[src/rtl/fmc_apb_pkg.sv]
package fmc_apb_pkg;

	////////////////////////////////////////////////////////////
	// Bus widths

	// Multiplexed address/data bus of the MCU
	localparam int fmc_data_w = 16;
	// Upper address pins of the FMC bank
	localparam int fmc_ahi_w = 3;
	// Byte address seen by the APB side
	localparam int byte_addr_w = 19;
	localparam int apb_data_w = 32;
	localparam int apb_addr_w = 32;
	// One strobe per APB byte lane
	localparam int apb_strb_w = apb_data_w / 8;

	////////////////////////////////////////////////////////////
	// Reset hold and activity counting

	localparam int reset_hold_cycles = 15;
	localparam int hold_w = $clog2(reset_hold_cycles);
	localparam int count_interval_cycles = 256;
	localparam int interval_w = $clog2(count_interval_cycles);
	localparam int count_w = 16;

	// FMC sequencer states
	typedef enum logic [2:0] {
		st_addr,
		st_wait,
		st_wait2,
		st_wdata_lo,
		st_wdata_hi,
		st_rdata_lo,
		st_rdata_hi,
		st_rd_end
	} fmc_state_t;

	// APB requester phases
	typedef enum logic [1:0] {
		ph_idle,
		ph_setup,
		ph_access
	} apb_phase_t;

	// FMC pins driven by the MCU
	typedef struct packed {
		logic cs_n;
		logic nl_nadv;
		logic nwe;
		logic noe;
		logic [1:0] nbl;
		logic [fmc_ahi_w-1:0] a_hi;
		logic [fmc_data_w-1:0] ad_in;
	} fmc_pins_t;

	// One APB request from the sequencer
	typedef struct packed {
		logic [apb_addr_w-1:0] addr;
		logic write;
		logic [apb_data_w-1:0] wdata;
		logic [apb_strb_w-1:0] strb;
	} apb_req_t;

	// Requester drive onto APB
	typedef struct packed {
		logic psel;
		logic penable;
		logic pwrite;
		logic [apb_addr_w-1:0] paddr;
		logic [apb_data_w-1:0] pwdata;
		logic [apb_strb_w-1:0] pstrb;
	} apb_out_t;

	// Completer response
	typedef struct packed {
		logic pready;
		logic [apb_data_w-1:0] prdata;
	} apb_in_t;

	// Counts published once per interval
	typedef struct packed {
		logic [count_w-1:0] apb_reads;
		logic [count_w-1:0] apb_writes;
		logic [count_w-1:0] fmc_select_cycles;
	} activity_t;

endpackage

[src/rtl/apb_requester.sv]
`timescale 1ns/1ns

module apb_requester import fmc_apb_pkg::*; (
	input  logic apb,
	input  logic preset_n,
	input  apb_req_t req,
	input  logic start,
	input  apb_in_t apb_i,
	output apb_out_t apb_o,
	output logic busy,
	output logic [apb_data_w-1:0] rdata
);

	apb_phase_t phase;

	// Request held stable from setup to completion
	apb_req_t req_q;

	logic accept;
	logic done;

	// Start is only taken while idle
	assign accept = (phase == ph_idle) && start;
	// Access phase ends on pready
	assign done = (phase == ph_access) && apb_i.pready;

	always_ff @(posedge apb or negedge preset_n) begin
		if (!preset_n) begin
			phase <= ph_idle;
		end else begin
			case (phase)
				ph_idle: begin
					if (start) begin
						phase <= ph_setup;
					end
				end
				ph_setup: phase <= ph_access;
				ph_access: begin
					// Wait states while the completer holds pready low
					if (apb_i.pready) begin
						phase <= ph_idle;
					end
				end
				default: phase <= ph_idle;
			endcase
		end
	end

	always_ff @(posedge apb) begin
		if (accept) begin
			req_q <= req;
		end
		// Read data kept for the sequencer to return in halves
		if (done && !req_q.write) begin
			rdata <= apb_i.prdata;
		end
	end

	assign busy = (phase != ph_idle);

	assign apb_o = '{
		psel: busy,
		penable: (phase == ph_access),
		pwrite: req_q.write,
		paddr: req_q.addr,
		pwdata: req_q.wdata,
		pstrb: req_q.strb
	};

endmodule

[src/rtl/apb_reset_hold.sv]
`timescale 1ns/1ns

module apb_reset_hold import fmc_apb_pkg::*; (
	input  logic apb,
	input  logic pll_lock,
	output logic preset_n
);

	// Clocks seen since lock came up
	logic [hold_w-1:0] hold_cnt;

	always_ff @(posedge apb or negedge pll_lock) begin
		if (!pll_lock) begin
			// Loss of lock pulls the APB side into reset at once
			hold_cnt <= '0;
			preset_n <= 1'b0;
		end else if (!preset_n) begin
			hold_cnt <= hold_cnt + 1'b1;
			// Release on the last edge of the hold, counter then freezes
			if (hold_cnt == hold_w'(reset_hold_cycles - 1)) begin
				preset_n <= 1'b1;
			end
		end
	end

endmodule

[src/rtl/fmc_activity_counters.sv]
`timescale 1ns/1ns

module fmc_activity_counters import fmc_apb_pkg::*; (
	input  logic apb,
	input  logic preset_n,
	input  apb_out_t apb_o,
	input  apb_in_t apb_i,
	input  logic fmc_cs_n,
	output activity_t activity,
	output logic activity_update
);

	// Position inside the current interval
	logic [interval_w-1:0] ivl_cnt;
	logic interval_end;

	// Running counts for the current interval
	logic [count_w-1:0] rd_cnt;
	logic [count_w-1:0] wr_cnt;
	logic [count_w-1:0] sel_cnt;

	// Per-cycle events
	logic apb_done;
	logic rd_evt;
	logic wr_evt;

	assign apb_done = apb_o.psel && apb_o.penable && apb_i.pready;
	assign rd_evt = apb_done && !apb_o.pwrite;
	assign wr_evt = apb_done && apb_o.pwrite;
	assign interval_end = (ivl_cnt == interval_w'(count_interval_cycles - 1));

	always_ff @(posedge apb or negedge preset_n) begin
		if (!preset_n) begin
			ivl_cnt <= '0;
			rd_cnt <= '0;
			wr_cnt <= '0;
			sel_cnt <= '0;
			activity <= '0;
			activity_update <= 1'b0;
		end else begin
			ivl_cnt <= ivl_cnt + 1'b1;
			activity_update <= interval_end;
			if (interval_end) begin
				// Publish including the last cycle, then start over
				ivl_cnt <= '0;
				activity.apb_reads <= rd_cnt + count_w'(rd_evt);
				activity.apb_writes <= wr_cnt + count_w'(wr_evt);
				activity.fmc_select_cycles <= sel_cnt + count_w'(!fmc_cs_n);
				rd_cnt <= '0;
				wr_cnt <= '0;
				sel_cnt <= '0;
			end else begin
				rd_cnt <= rd_cnt + count_w'(rd_evt);
				wr_cnt <= wr_cnt + count_w'(wr_evt);
				sel_cnt <= sel_cnt + count_w'(!fmc_cs_n);
			end
		end
	end

endmodule

[src/rtl/fmc_apb_bridge.sv]
`timescale 1ns/1ns

module fmc_apb_bridge import fmc_apb_pkg::*; (
	input  logic apb,
	input  logic pll_lock,
	input  fmc_pins_t fmc,
	output logic [fmc_data_w-1:0] fmc_ad_out,
	output logic fmc_ad_oe,
	output logic fmc_nwait,
	output apb_out_t apb_o,
	input  apb_in_t apb_i,
	output logic preset_n,
	output activity_t activity,
	output logic activity_update
);

	// Sequencer to requester
	apb_req_t req;
	logic start;
	logic busy;
	logic [apb_data_w-1:0] rdata;

	// MCU drives the bus unless it is reading
	assign fmc_ad_oe = !fmc.noe;

	////////////////////////////////////////////////////////////
	// Reset after lock

	apb_reset_hold reset_hold_i (
		.apb(apb),
		.pll_lock(pll_lock),
		.preset_n(preset_n)
	);

	////////////////////////////////////////////////////////////
	// FMC side and APB side

	fmc_bus_sequencer sequencer_i (
		.apb(apb),
		.preset_n(preset_n),
		.fmc(fmc),
		.busy(busy),
		.rdata(rdata),
		.req(req),
		.start(start),
		.fmc_ad_out(fmc_ad_out),
		.fmc_nwait(fmc_nwait)
	);

	apb_requester requester_i (
		.apb(apb),
		.preset_n(preset_n),
		.req(req),
		.start(start),
		.apb_i(apb_i),
		.apb_o(apb_o),
		.busy(busy),
		.rdata(rdata)
	);

	// Activity statistics
	fmc_activity_counters counters_i (
		.apb(apb),
		.preset_n(preset_n),
		.apb_o(apb_o),
		.apb_i(apb_i),
		.fmc_cs_n(fmc.cs_n),
		.activity(activity),
		.activity_update(activity_update)
	);

endmodule

[src/rtl/fmc_bus_sequencer.sv]
`timescale 1ns/1ns

module fmc_bus_sequencer import fmc_apb_pkg::*; (
	input  logic apb,
	input  logic preset_n,
	input  fmc_pins_t fmc,
	input  logic busy,
	input  logic [apb_data_w-1:0] rdata,
	output apb_req_t req,
	output logic start,
	output logic [fmc_data_w-1:0] fmc_ad_out,
	output logic fmc_nwait
);

	fmc_state_t state;

	// Request being assembled from the FMC side
	logic [byte_addr_w-1:0] addr_q;
	logic write_q;
	logic [apb_data_w-1:0] wdata_q;
	logic [apb_strb_w-1:0] strb_q;

	// Decoded bus events
	logic addr_cycle;
	logic take_lo;
	logic take_hi;
	logic read_done;

	////////////////////////////////////////////////////////////
	// Event decode

	// Address phase of a new transaction
	assign addr_cycle = (state == st_addr) && !fmc.cs_n && !fmc.nl_nadv;

	// Low half is taken in the first cycle nwait is seen high.
	// nwait is a registered copy of busy, so this trails the fall
	// of busy by one clock, the round trip of the wait pin
	assign take_lo = (state == st_wdata_lo) && !fmc.cs_n && fmc_nwait;
	assign take_hi = (state == st_wdata_hi) && !fmc.cs_n;

	// Read finished once busy is low with no start still in flight
	assign read_done = (state == st_wait2) && !busy && !start;

	////////////////////////////////////////////////////////////
	// Control FSM

	always_ff @(posedge apb or negedge preset_n) begin
		if (!preset_n) begin
			state <= st_addr;
			start <= 1'b0;
			fmc_nwait <= 1'b1;
		end else begin
			start <= 1'b0;
			fmc_nwait <= 1'b1;
			if (fmc.cs_n) begin
				// Deselect ends any transaction
				state <= st_addr;
			end else begin
				// Stall the host while a posted write is still on APB
				fmc_nwait <= !busy;
				case (state)
					st_addr: begin
						if (!fmc.nl_nadv) begin
							if (fmc.nwe) begin
								// Reads wait from the very next cycle
								state <= st_wait;
								fmc_nwait <= 1'b0;
							end else begin
								state <= st_wdata_lo;
							end
						end
					end
					st_wait: begin
						fmc_nwait <= 1'b0;
						// Dispatch the read once the APB side is free
						if (!busy && !start) begin
							start <= 1'b1;
							state <= st_wait2;
						end
					end
					st_wait2: begin
						// Hold off until the read data is latched
						fmc_nwait <= read_done;
						if (read_done) begin
							state <= st_rdata_lo;
						end
					end
					st_wdata_lo: begin
						if (take_lo) begin
							state <= st_wdata_hi;
						end
					end
					st_wdata_hi: begin
						// Posted, the host may leave right away
						start <= 1'b1;
						state <= st_addr;
					end
					st_rdata_lo: state <= st_rdata_hi;
					st_rdata_hi: state <= st_rd_end;
					st_rd_end: begin
						// Dummy clocks after a read are ignored until deselect
						state <= st_rd_end;
					end
					default: state <= st_addr;
				endcase
			end
		end
	end

	////////////////////////////////////////////////////////////
	// Request payload

	always_ff @(posedge apb) begin
		if (addr_cycle) begin
			// Bus carries a 16-bit word address, top upper pin is
			// beyond the decoded window
			addr_q <= {fmc.a_hi[fmc_ahi_w-2:0], fmc.ad_in, 1'b0};
			write_q <= !fmc.nwe;
			// Reads go out with no lanes enabled
			strb_q <= '0;
		end
		if (take_lo) begin
			wdata_q[fmc_data_w-1:0] <= fmc.ad_in;
			strb_q[1:0] <= ~fmc.nbl;
		end
		if (take_hi) begin
			wdata_q[apb_data_w-1:fmc_data_w] <= fmc.ad_in;
			strb_q[3:2] <= ~fmc.nbl;
		end
	end

	assign req = '{
		addr: apb_addr_w'(addr_q),
		write: write_q,
		wdata: wdata_q,
		strb: strb_q
	};

	// Read data back to the host, low half first
	always_comb begin
		case (state)
			st_rdata_lo: fmc_ad_out = rdata[fmc_data_w-1:0];
			st_rdata_hi: fmc_ad_out = rdata[apb_data_w-1:fmc_data_w];
			default: fmc_ad_out = '0;
		endcase
	end

endmodule

[config.mk]
export PLATFORM = sky130hd
export DESIGN_NAME = fmc_apb_bridge
export DESIGN_NICKNAME = d
export VERILOG_FILES = /design/src/rtl/fmc_apb_pkg.sv /design/src/rtl/apb_requester.sv /design/src/rtl/apb_reset_hold.sv /design/src/rtl/fmc_activity_counters.sv /design/src/rtl/fmc_apb_bridge.sv /design/src/rtl/fmc_bus_sequencer.sv
export SDC_FILE = /design/constraint.sdc
export NUM_CORES = 1
export LEC_CHECK = 0
export ABC_AREA = 1
export BUFFER_PORTS_ARGS = -buffer_cell sky130_fd_sc_hd__buf_2
export CORE_AREA = 2 2 140 142
export CTS_CLUSTER_DIAMETER = 80
export CTS_CLUSTER_SIZE = 40
export DETAILED_ROUTE_END_ITERATION = 12
export DIE_AREA = 0 0 142 144
export GPL_TIMING_DRIVEN = 0
export PLACE_DENSITY = 0.86
export SYNTH_ARGS = -nofsm -noshare
export SYNTH_HDL_FRONTEND = slang
export SYNTH_HIERARCHICAL = 1
export SYNTH_SLANG_ARGS = --single-unit
[constraint.sdc]
create_clock -name apb -period 8 [get_ports apb]
set_clock_uncertainty 0.2 [all_clocks]
set_input_delay 1.6 -clock apb [delete_from_list [all_inputs] [get_ports apb]]
set_output_delay 1.6 -clock apb [all_outputs]
set_load 0.005 [all_outputs]
==> Word level (Yosys, flattened, before mapping) <==
Index checks and enable logic that the tools add are counted.
{ "op_classes": {"n_eq_ne": 17, "n_reduce_logical": 30, "add_sub_neg": 5, "mux": 27, "n_bitwise": 1} }
{ "op_table": {"columns": ["operator", "count"], "rows": [
  ["$add 16x1->16", 3],
  ["$mux 16", 3],
  ["$pmux 16 s2", 1],
  ["$pmux 3 s7", 1],
  ["$logic_and 1x1->1", 15],
  ["$mux 3", 5],
  ["$eq 3x3->1 const B", 4],
  ["$mux 2", 5],
  ["$ne 3x2->1 const B", 3],
  ["$add 8x1->8 const B", 1],
  ["$eq 8x8->1 const B", 1],
  ["$mux 8", 1],
  ["$logic_not 1->1", 7],
  ["$mux 1", 7],
  ["$eq 3x2->1 const B", 2],
  ["$pmux 2 s3", 1],
  ["$reduce_bool 2->1", 3],
  ["$add 4x1->4 const B", 1],
  ["$eq 4x4->1 const B", 1],
  ["$mux 4", 1],
  ["$ne 2x2->1 const B", 2],
  ["$reduce_and 4->1", 1],
  ["$eq 3x1->1 const B", 1],
  ["$logic_not 3->1", 1],
  ["other kinds (9)", 9]
]} }
{ "word_totals": {"in_bits": 60, "regBits": 259, "word_cells": 105, "out_inout_bits": 139} }

==> Logic depth before layout (Yosys ltp) <==
Gate-level depths: netlist (run 1).
{ "logic_depth": {"depth_word": 7, "depth_mapped": 14, "mapped_depth_nobuf": 14} }

==> By module <==
Netlist (run 1), hierarchy kept.
{ "by_module_without_submodules": {"columns": ["module", "instances", "area_each_um2", "cells_each", "seq_area_each_um2"], "rows": [
  ["fmc_activity_counters", 1, 4812.1, 575, 2627.5],
  ["apb_requester", 1, 3150.5, 119, 3083.0],
  ["fmc_bus_sequencer", 1, 2464.9, 192, 1778.0],
  ["apb_reset_hold", 1, 240.2, 29, 125.1],
  ["fmc_apb_bridge", 1, 3.8, 1, 0.0]
]} }

==> Worst setup path after synthesis (run 1) <==
Ideal clock, no wire load.
{ "synth_timing": {"path_type": "register to output", "start": "reg reset_hold_i.preset_n", "end": "out preset_n", "required_time_ps": 6200, "arrival_time_ps": 2805, "stages_incl_launch_ff": 1, "setup_slack_ps": 3395, "path_buffers": 0, "path_cell_list": "dfrtp_1"} }
{ "synth_lines": {"columns": ["element", "line", "rtl"], "rows": [
  ["start, declared", "apb_reset_hold.sv:6", "output logic preset_n"],
  ["start signal, assigned", "apb_reset_hold.sv:16", "preset_n <= 1'b0;"],
  ["start signal, assigned", "apb_reset_hold.sv:21", "preset_n <= 1'b1;"],
  ["end, declared", "fmc_apb_bridge.sv:12", "output logic preset_n,"]
]} }
No word-level cell between the ends.

==> Worst setup path in the final report (run 1) <==
{ "layout_timing": {"start": "reg reset_hold_i.preset_n", "end": "out preset_n"} }
No word-level cell between the ends.

==> results of run 1 <==
[synthesized netlist by cell type (all sizes together)]
master | count | share of area, %
clkbuf | 4 | 0.15
and2 | 7 | 0.41
xnor2 | 17 | 1.4
buf | 34 | 2.5
conb | 1 | 0.035
nand4 | 10 | 0.59
inv | 95 | 3.4
nand3b | 4 | 0.28
xor2 | 7 | 0.57
nor2 | 96 | 3.6
a21oi | 11 | 0.52
clkinv | 1 | 0.047
dfrtp | 116 | 27
o21bai | 2 | 0.14
ha | 10 | 1.2
edfxtp | 156 | 44
dfstp | 1 | 0.25
nand3 | 74 | 3.7
nor3b | 1 | 0.070
nand2 | 221 | 7.9
o21ai | 43 | 2.0
nor3 | 5 | 0.28
[placed cells by master, fill, tap and decap left out, types with 2 or more instances in the layout]
master	instances
o21ai_0	23
conb_1	14
nand2_1	218
edfxtp_1	156
nor3_1	4
clkbuf_16	13
buf_4	22
buf_6	5
nor2_4	3
and2_1	7
ha_1	10
nand4_1	10
inv_1	88
o21ai_1	20
buf_2	203
inv_2	6
xnor2_1	17
nand3_1	70
inv_12	2
nand2_2	2
xor2_1	7
nand3b_1	4
nand3_2	4
o21bai_1	2
nor2_1	88
clkbuf_1	3
a21oi_1	11
dfrtp_1	115
nor2_2	5
[through the flow]
step	cells	hold slack (ns)
finish	1386	0.227
CTS	1386	0.232
detailed placement	1366	0.205
global placement	1364	0.200
global route	1386	0.237
floorplan	929	0.200
[where the power goes]
group	internal, mW	leakage (nW)	switching [mW]	total, mW
registers	1.67	2.89	0.0548	1.73
clock network	0.326	0.204	0.447	0.773
logic	0.153	2.77	0.263	0.416
total	2.15	5.86	0.765	2.92
[layout make-up]
class	count	area, um^2	share of cell area, %
clock buffers	13	325	2.60
flip-flops and latches	273	7620	60.9
clock inverters	7	106	0.850
repair buffers	199	1030	8.26
multi-input cells	522	2480	19.8
inverters	96	364	2.91
well taps	238	298	2.38
plain buffers	38	283	2.26
[worst max-delay path, cell delays in order, from the launching register on]
cell and delay (ns):
dfrtp_4 0.98, buf_16 0.33, buf_2 0.17
[routing by layer]
layer	track usage, %	share of wire (%)	wire [um]
met3	3.51	6.9	1450
met4	4.95	2.0	419
met2	36.1	49	10300
met5	0	0	0
met1	26.7	42	8760
[logic make-up (layout without fill, tap and decap cells)]
kind of cell	count (synthesis)	after routing	share of synthesized area [%]
other cells	1	14	0.0351
fa+ha+maj	10	10	1.17
flops	273	273	71.3
xor+xnor	24	24	1.97
compound gates	56	56	2.67
buf+inv	134	353	6.06
simple gates	418	418	16.7
[registers in the layout (all words and copies together), names as in the netlist]
signal,count
sequencer_i/start,1
requester_i/rdata,32
counters_i/activity_update,1
sequencer_i/write_q,1
sequencer_i/fmc_nwait,1
requester_i/apb_o,69
counters_i/rd_cnt,16
sequencer_i/strb_q,4
counters_i/ivl_cnt,8
sequencer_i/state,3
counters_i/activity,48
reset_hold_i/hold_cnt,4
counters_i/wr_cnt,16
sequencer_i/wdata_q,32
sequencer_i/addr_q,18
requester_i/phase,2
counters_i/sel_cnt,16
reset_hold_i/preset_n,1
[path summary, 6_finish.rpt]
check,startpoint,to,slack [ns]
max in group asynchronous,reset_hold_i/preset_n$_DFF_PN0_,counters_i/wr_cnt[8]$_DFF_PN0_,6.59
min in group asynchronous,reset_hold_i/preset_n$_DFF_PN0_,sequencer_i/state[2]$_DFFE_PN0P_,0.24
max reg2reg,requester_i/phase[1]$_DFFE_PN0P_,counters_i/activity[30]$_DFFE_PN0P_,5.35
min,sequencer_i/wdata_q[29]$_DFFE_PP_,requester_i/apb_o[33]$_DFFE_PP_,0.23
min reg2reg,sequencer_i/wdata_q[29]$_DFFE_PP_,requester_i/apb_o[33]$_DFFE_PP_,0.23
max,reset_hold_i/preset_n$_DFF_PN0_,preset_n,4.16
==> summary.txt, run 1 <==
Status
  • Status: finished clean

STA
  • FMAX: 260 MHz
  • Final worst slack: 4.16 ns
  • Slew margin rel.: 37.4%
  • Final hold vios: 0
  • Fin crit share: 48.1%
  • RSZ-0062 raised after global routing: false
  • Setup violations, final: 0
  • Crit path time final: 3.84 ns
  • Final Max Tran Viols: 0
  • Total Neg Setup Slack: 0 ns
  • Worst-Margin Slew: 0.937 ns

Logic synthesis
  • Post-Syn Area: 0.0107 mm^2
  • Syn Inst Count: 916
  • Syn Area/Cell: 11.7 um^2
  • Yosys reg bits: 273
  • YS warnings: 6
  • Distinct cell type count after synthesis: 35
  • Register area share after synthesis: 71.3%

Layout
  • Ant diodes: 0
  • Fill cell count: 1,392
  • Post-Route Utilization: 65.6%
  • Layout cells sized above 1: 24.4%
  • Number of nets in the layout: 1,212
  • Layout area overhead: 17.2%
  • Post-route cell area: 0.0125 mm^2

Floorplanning
  • Core area: 0.0191 mm^2
  • Ports: 199
  • Rows: 51
  • Die H: 144 um
  • Effective utilization at floorplan: 55.9%
  • Die ar.: 0.0204 mm^2
  • Die span in x: 142 um

Worst setup path
  • Worst reg2reg path depth: 14
  • Worst endpoint required time: 6.20 ns
  • Crit Path Category: reg2out
  • Arrival time at the worst endpoint: 2.04 ns
  • Critical path startpoint category: flop
  • Setup crit end kind: output port
  • Worst Path Max Fanout: 63

Clock network
  • Clk sinks: 273
  • CTS Buf Count: 12
  • CTS tree: yes
  • Clock slew at reported path FFs: 0.13 ns
  • Clock buffer depth: 3
  • Post CTS Setup Buffer Count: 0
  • Clk_lat worst skew: 0.50 ns
  • PostCTS Resize Cnt: 0
  • CTS Hold Buffers Added: 0
  • H-tree levels: 1
  • Root buffer cell: clkbuf_16

Power
  • Peak supply drop: 0.000183 V
  • Power consumption: 2.92 mW
  • Leakage power total: 5.86 nW
  • Cell Pwr Density: 233 mW/mm^2

Place
  • DP Area: 0.0121 mm^2
  • I/O Buffers: 197
  • Routability cong.: 0.920
  • Dpl ws: 4.27 ns
  • DP HPWL: 15,200 um

Route
  • Drt wl/cell: 15.1 um
  • Via count: 7,080
  • DRC viols: 0
  • 1st-pass router iterations: 5
  • Via density: 5.11
  • Final WL: 20,900 um
  • Post-route ant nets: 0
  • 1st-iter DRT viols: 436

Global routing
  • Vias in the first global route: 6,719
  • First-pass GRT wire length: 33,000 um
  • Largest net degree at the start of global routing: 64
  • Overall routing resource usage: 20.4%
  • Number of antenna violations at the first check in global routing: 0
  • GRT overflow: 0

Min path
  • Hold Path Class: reg2reg
  • Worst Hold Depth: 0

Run
  • Max_cap viols: 0
Power figures use the tool's default switching activity.
==> run 2: changes to the inputs <==
ABC_AREA = 0   (was 1)
CORE_AREA = 2 2 139 141   (was 2 2 140 142)
DIE_AREA = 0 0 141 143   (was 0 0 142 144)
PLACE_DENSITY = 0.84   (was 0.86)
clock period = 3.72 ns   (was 8 ns; I/O delays follow)
==> summary.txt, run 2 <==
Status
  • Status: finished clean

Clock network
  • Root buffer cell: clkbuf_16
  • Clk_lat worst skew: 0.51 ns (about the same)
  • CTS tree: yes
  • Clock buffer depth: 3 (unchanged)
  • CTS Buf Count: 12 (unchanged)
  • Clk sinks: 273 (unchanged)
  • Clock slew at reported path FFs: 0.12 ns (about the same)
  • Post CTS Setup Buffer Count: 0 (unchanged)
  • H-tree levels: 1 (unchanged)

Place
  • Routability cong.: 0.815 (-11%)
  • DP HPWL: 13,800 um (-9.2%)
  • I/O Buffers: 197 (unchanged)
  • Dpl ws: 0.816 ns (-3.45 ns)
  • DP Cell Count: 1,147 (-16%)

Logic synthesis
  • Largest cells by area after synthesis: edfxtp_1 46%, dfrtp_1 29%, nor2_1 4.6%
  • Syn Inst Count: 699 (-24%)
  • Distinct cell type count after synthesis: 50 (+43%)
  • Register area share after synthesis: 75.4% (+4.0 points)
  • YS warnings: 6 (unchanged)
  • Post-synth top area share: 46.4% (+2.5 points)
  • Cell with the most instances after synthesis: edfxtp_1
  • Leading cell types by count after synthesis: 156 x edfxtp_1, 123 x nor2_1, 116 x dfrtp_1, 44 x a21oi_1, 33 x xnor2_1
  • Leading area contributor after synthesis: edfxtp_1
  • Yosys reg bits: 273 (unchanged)
  • Post-Syn Area: 0.0101 mm^2 (-5.3%)
  • EDFF count, synth: 156 (unchanged)
  • Async set-reset flop share out of synthesis: 42.9% (unchanged)
  • Main synth FF type: edfxtp_1
  • Syn Area/Cell: 14.5 um^2 (+24%)

STA
  • Hold WS: 0.216 ns (-0.0106 ns)
  • Setup violations, final: 0 (unchanged)
  • Fin crit share: 80.3%
  • FMAX: 335 MHz
  • RSZ-0062 raised after global routing: false
  • Slew margin rel.: 35.5% (-1.9 points)
  • Worst-Margin Slew: 0.963 ns (+0.0255 ns)
  • Final worst slack: 0.733 ns (-3.42 ns)
  • Total Neg Setup Slack: 0 ns (unchanged)
  • Final Max Tran Viols: 0 (unchanged)
  • Final hold vios: 0 (unchanged)
  • Crit path time final: 2.99 ns

Layout
  • Footprint of the multi-input gates: 0.00223 mm^2 (-10%)
  • Ant diodes: 0 (unchanged)
  • Max reg flops: 69 (unchanged)
  • Layout area overhead: 18.1%
  • Most frequent cells in the layout: 216 x buf_2, 156 x edfxtp_1, 122 x nor2_1
  • Layout cells sized above 1: 29.6% (+5.2 points)
  • Fill cell count: 1,347 (-3.2%)
  • Number of nets in the layout: 998 (-18%)
  • Non-filler cells, final: 1,168 (-16%)
  • FF/Latch Area: 0.00762 mm^2 (unchanged)
  • Most common cell after layout, fill and taps aside: buf_2
  • Post-Route Utilization: 64.2% (-1.3 points)

Worst setup path
  • Worst endpoint required time: 2.78 ns (-3.42 ns)
  • Worst reg2reg path depth: 10 (-4)
  • Setup crit end kind: output port
  • Crit Path Category: reg2out
  • Crit path largest cell delay: 1.02 ns (+0.04 ns)
  • Arrival time at the worst endpoint: 2.04 ns (about the same)
  • CP max-delay cell: dfrtp_4
  • Worst Path Max Fanout: 70 (+11%)
  • Critical path startpoint category: flop
  • CP Cell Sequence: buf_16 > buf_2

Route
  • Final WL: 19,000 um (-9.0%)
  • 1st-iter DRT viols: 512 (+17%)
  • Via count: 6,043 (-15%)
  • Via density: 5.17 (+1.3%)
  • Post-route ant nets: 0 (unchanged)
  • DRC viols: 0 (unchanged)
  • Drt wl/cell: 16.3 um (+8.0%)
  • 1st-pass router iterations: 4 (-1)

Floorplanning
  • Core area: 0.0186 mm^2 (-2.6%)
  • Die ar.: 0.0202 mm^2 (-1.4%)
  • Die span in x: 141 um (-0.70%)
  • Effective utilization at floorplan: 54.4% (-1.6 points)
  • Die H: 143 um (-0.69%)
  • Rows: 50 (-2.0%)
  • Ports: 199 (unchanged)

Power
  • Leakage power total: 4.76 nW (-19%)
  • Cell Pwr Density: 525 mW/mm^2 (+130%)
  • Peak supply drop: 0.000426 V (+130%)

Global routing
  • Number of antenna violations at the first check in global routing: 0 (unchanged)
  • First-pass GRT wire length: 30,200 um (-8.4%)
  • GRT overflow: 0 (unchanged)
  • Largest net degree at the start of global routing: 71 (+11%)
  • Vias in the first global route: 5,940 (-12%)
  • Overall routing resource usage: 19.0% (-1.4 points)

Min path
  • Worst Hold Depth: 1 (+1)
  • Hold Path Class: in2reg

Run
  • Max_cap viols: 0 (unchanged)
[run 2: what timing repair did]
action / in CTS / in global routing
hold endpoints to repair: 5 / 0
hold buffers: 1 / 0
resized for setup: 0 / 0
[run 2: cells by family (layout without fill, tap and decap cells)]
kind of cell	Yosys count	after routing	synth area share, %
XOR/XNOR	50	50	4.33
flip-flops	273	273	75.4
other	1	14	0.0371
adder cells (fa/ha/maj)	10	10	1.24
AO/OA/AOI/OAI	80	80	4.92
AND/OR/NAND/NOR	218	218	10.1
multiplexers	7	7	0.768
buffers and inverters	60	282	3.21
[run 2: routing by layer]
| layer | track usage (%) | wire (um) |
|---|---|---|
| met1 | 24.9 | 8060 |
| met2 | 33.0 | 9510 |
| met3 | 3.59 | 1030 |
| met4 | 5.42 | 424 |
| met5 | 0 | 0 |
[run 2: worst max-delay path: cells and delay by family, from the launching register on]
kind / cells / cell delay, ns
DFF: 1 / 1.02
buffers and inverters: 2 / 0.48
[run 2: through the flow]
step	total power, mW	instance area [um^2]
2_1_floorplan	4.32	10200
3_3_place_gp	4.65	11400
3_5_place_dp	4.73	11500
4_1_cts	6.32	11900
5_1_grt	6.54	11900
6_report	6.26	11900
[run 2: final timing paths]
| kind | startpoint | end | slack, ns |
|---|---|---|---|
| setup / recovery | reset_hold_i/preset_n$_DFF_PN0_ | preset_n | 0.73 |
| hold / removal | fmc[17] | sequencer_i/addr_q[18]$_DFFE_PP_ | 0.22 |
| setup reg to reg | requester_i/phase[0]$_DFFE_PN0P_ | counters_i/activity[46]$_DFFE_PN0P_ | 0.82 |
| hold reg to reg | sequencer_i/wdata_q[21]$_DFFE_PP_ | requester_i/apb_o[25]$_DFFE_PP_ | 0.23 |
| max in group asynchronous | reset_hold_i/preset_n$_DFF_PN0_ | counters_i/activity[9]$_DFFE_PN0P_ | 2.32 |
| min in group asynchronous | reset_hold_i/preset_n$_DFF_PN0_ | counters_i/rd_cnt[14]$_DFF_PN0_ | 0.25 |
[run 2: power by group]
| group | leakage, nW | internal [mW] | switching (mW) |
|---|---|---|---|
| Sequential | 2.65 | 3.59 | 0.133 |
| Combinational | 1.91 | 0.392 | 0.545 |
| Clock | 0.194 | 0.687 | 0.917 |
| Total | 4.76 | 4.67 | 1.59 |
[run 2: final cells by class]
| class | count | share of cell area, % |
|---|---|---|
| Buffer | 42 | 2.15 |
| Clock buffer | 15 | 2.79 |
| Clock inverter | 5 | 0.545 |
| Inverter | 18 | 0.566 |
| Multi-Input combinational cell | 379 | 18.7 |
| Sequential cell | 273 | 63.8 |
| Tap cell | 234 | 2.45 |
| Timing Repair Buffer | 202 | 9.01 |
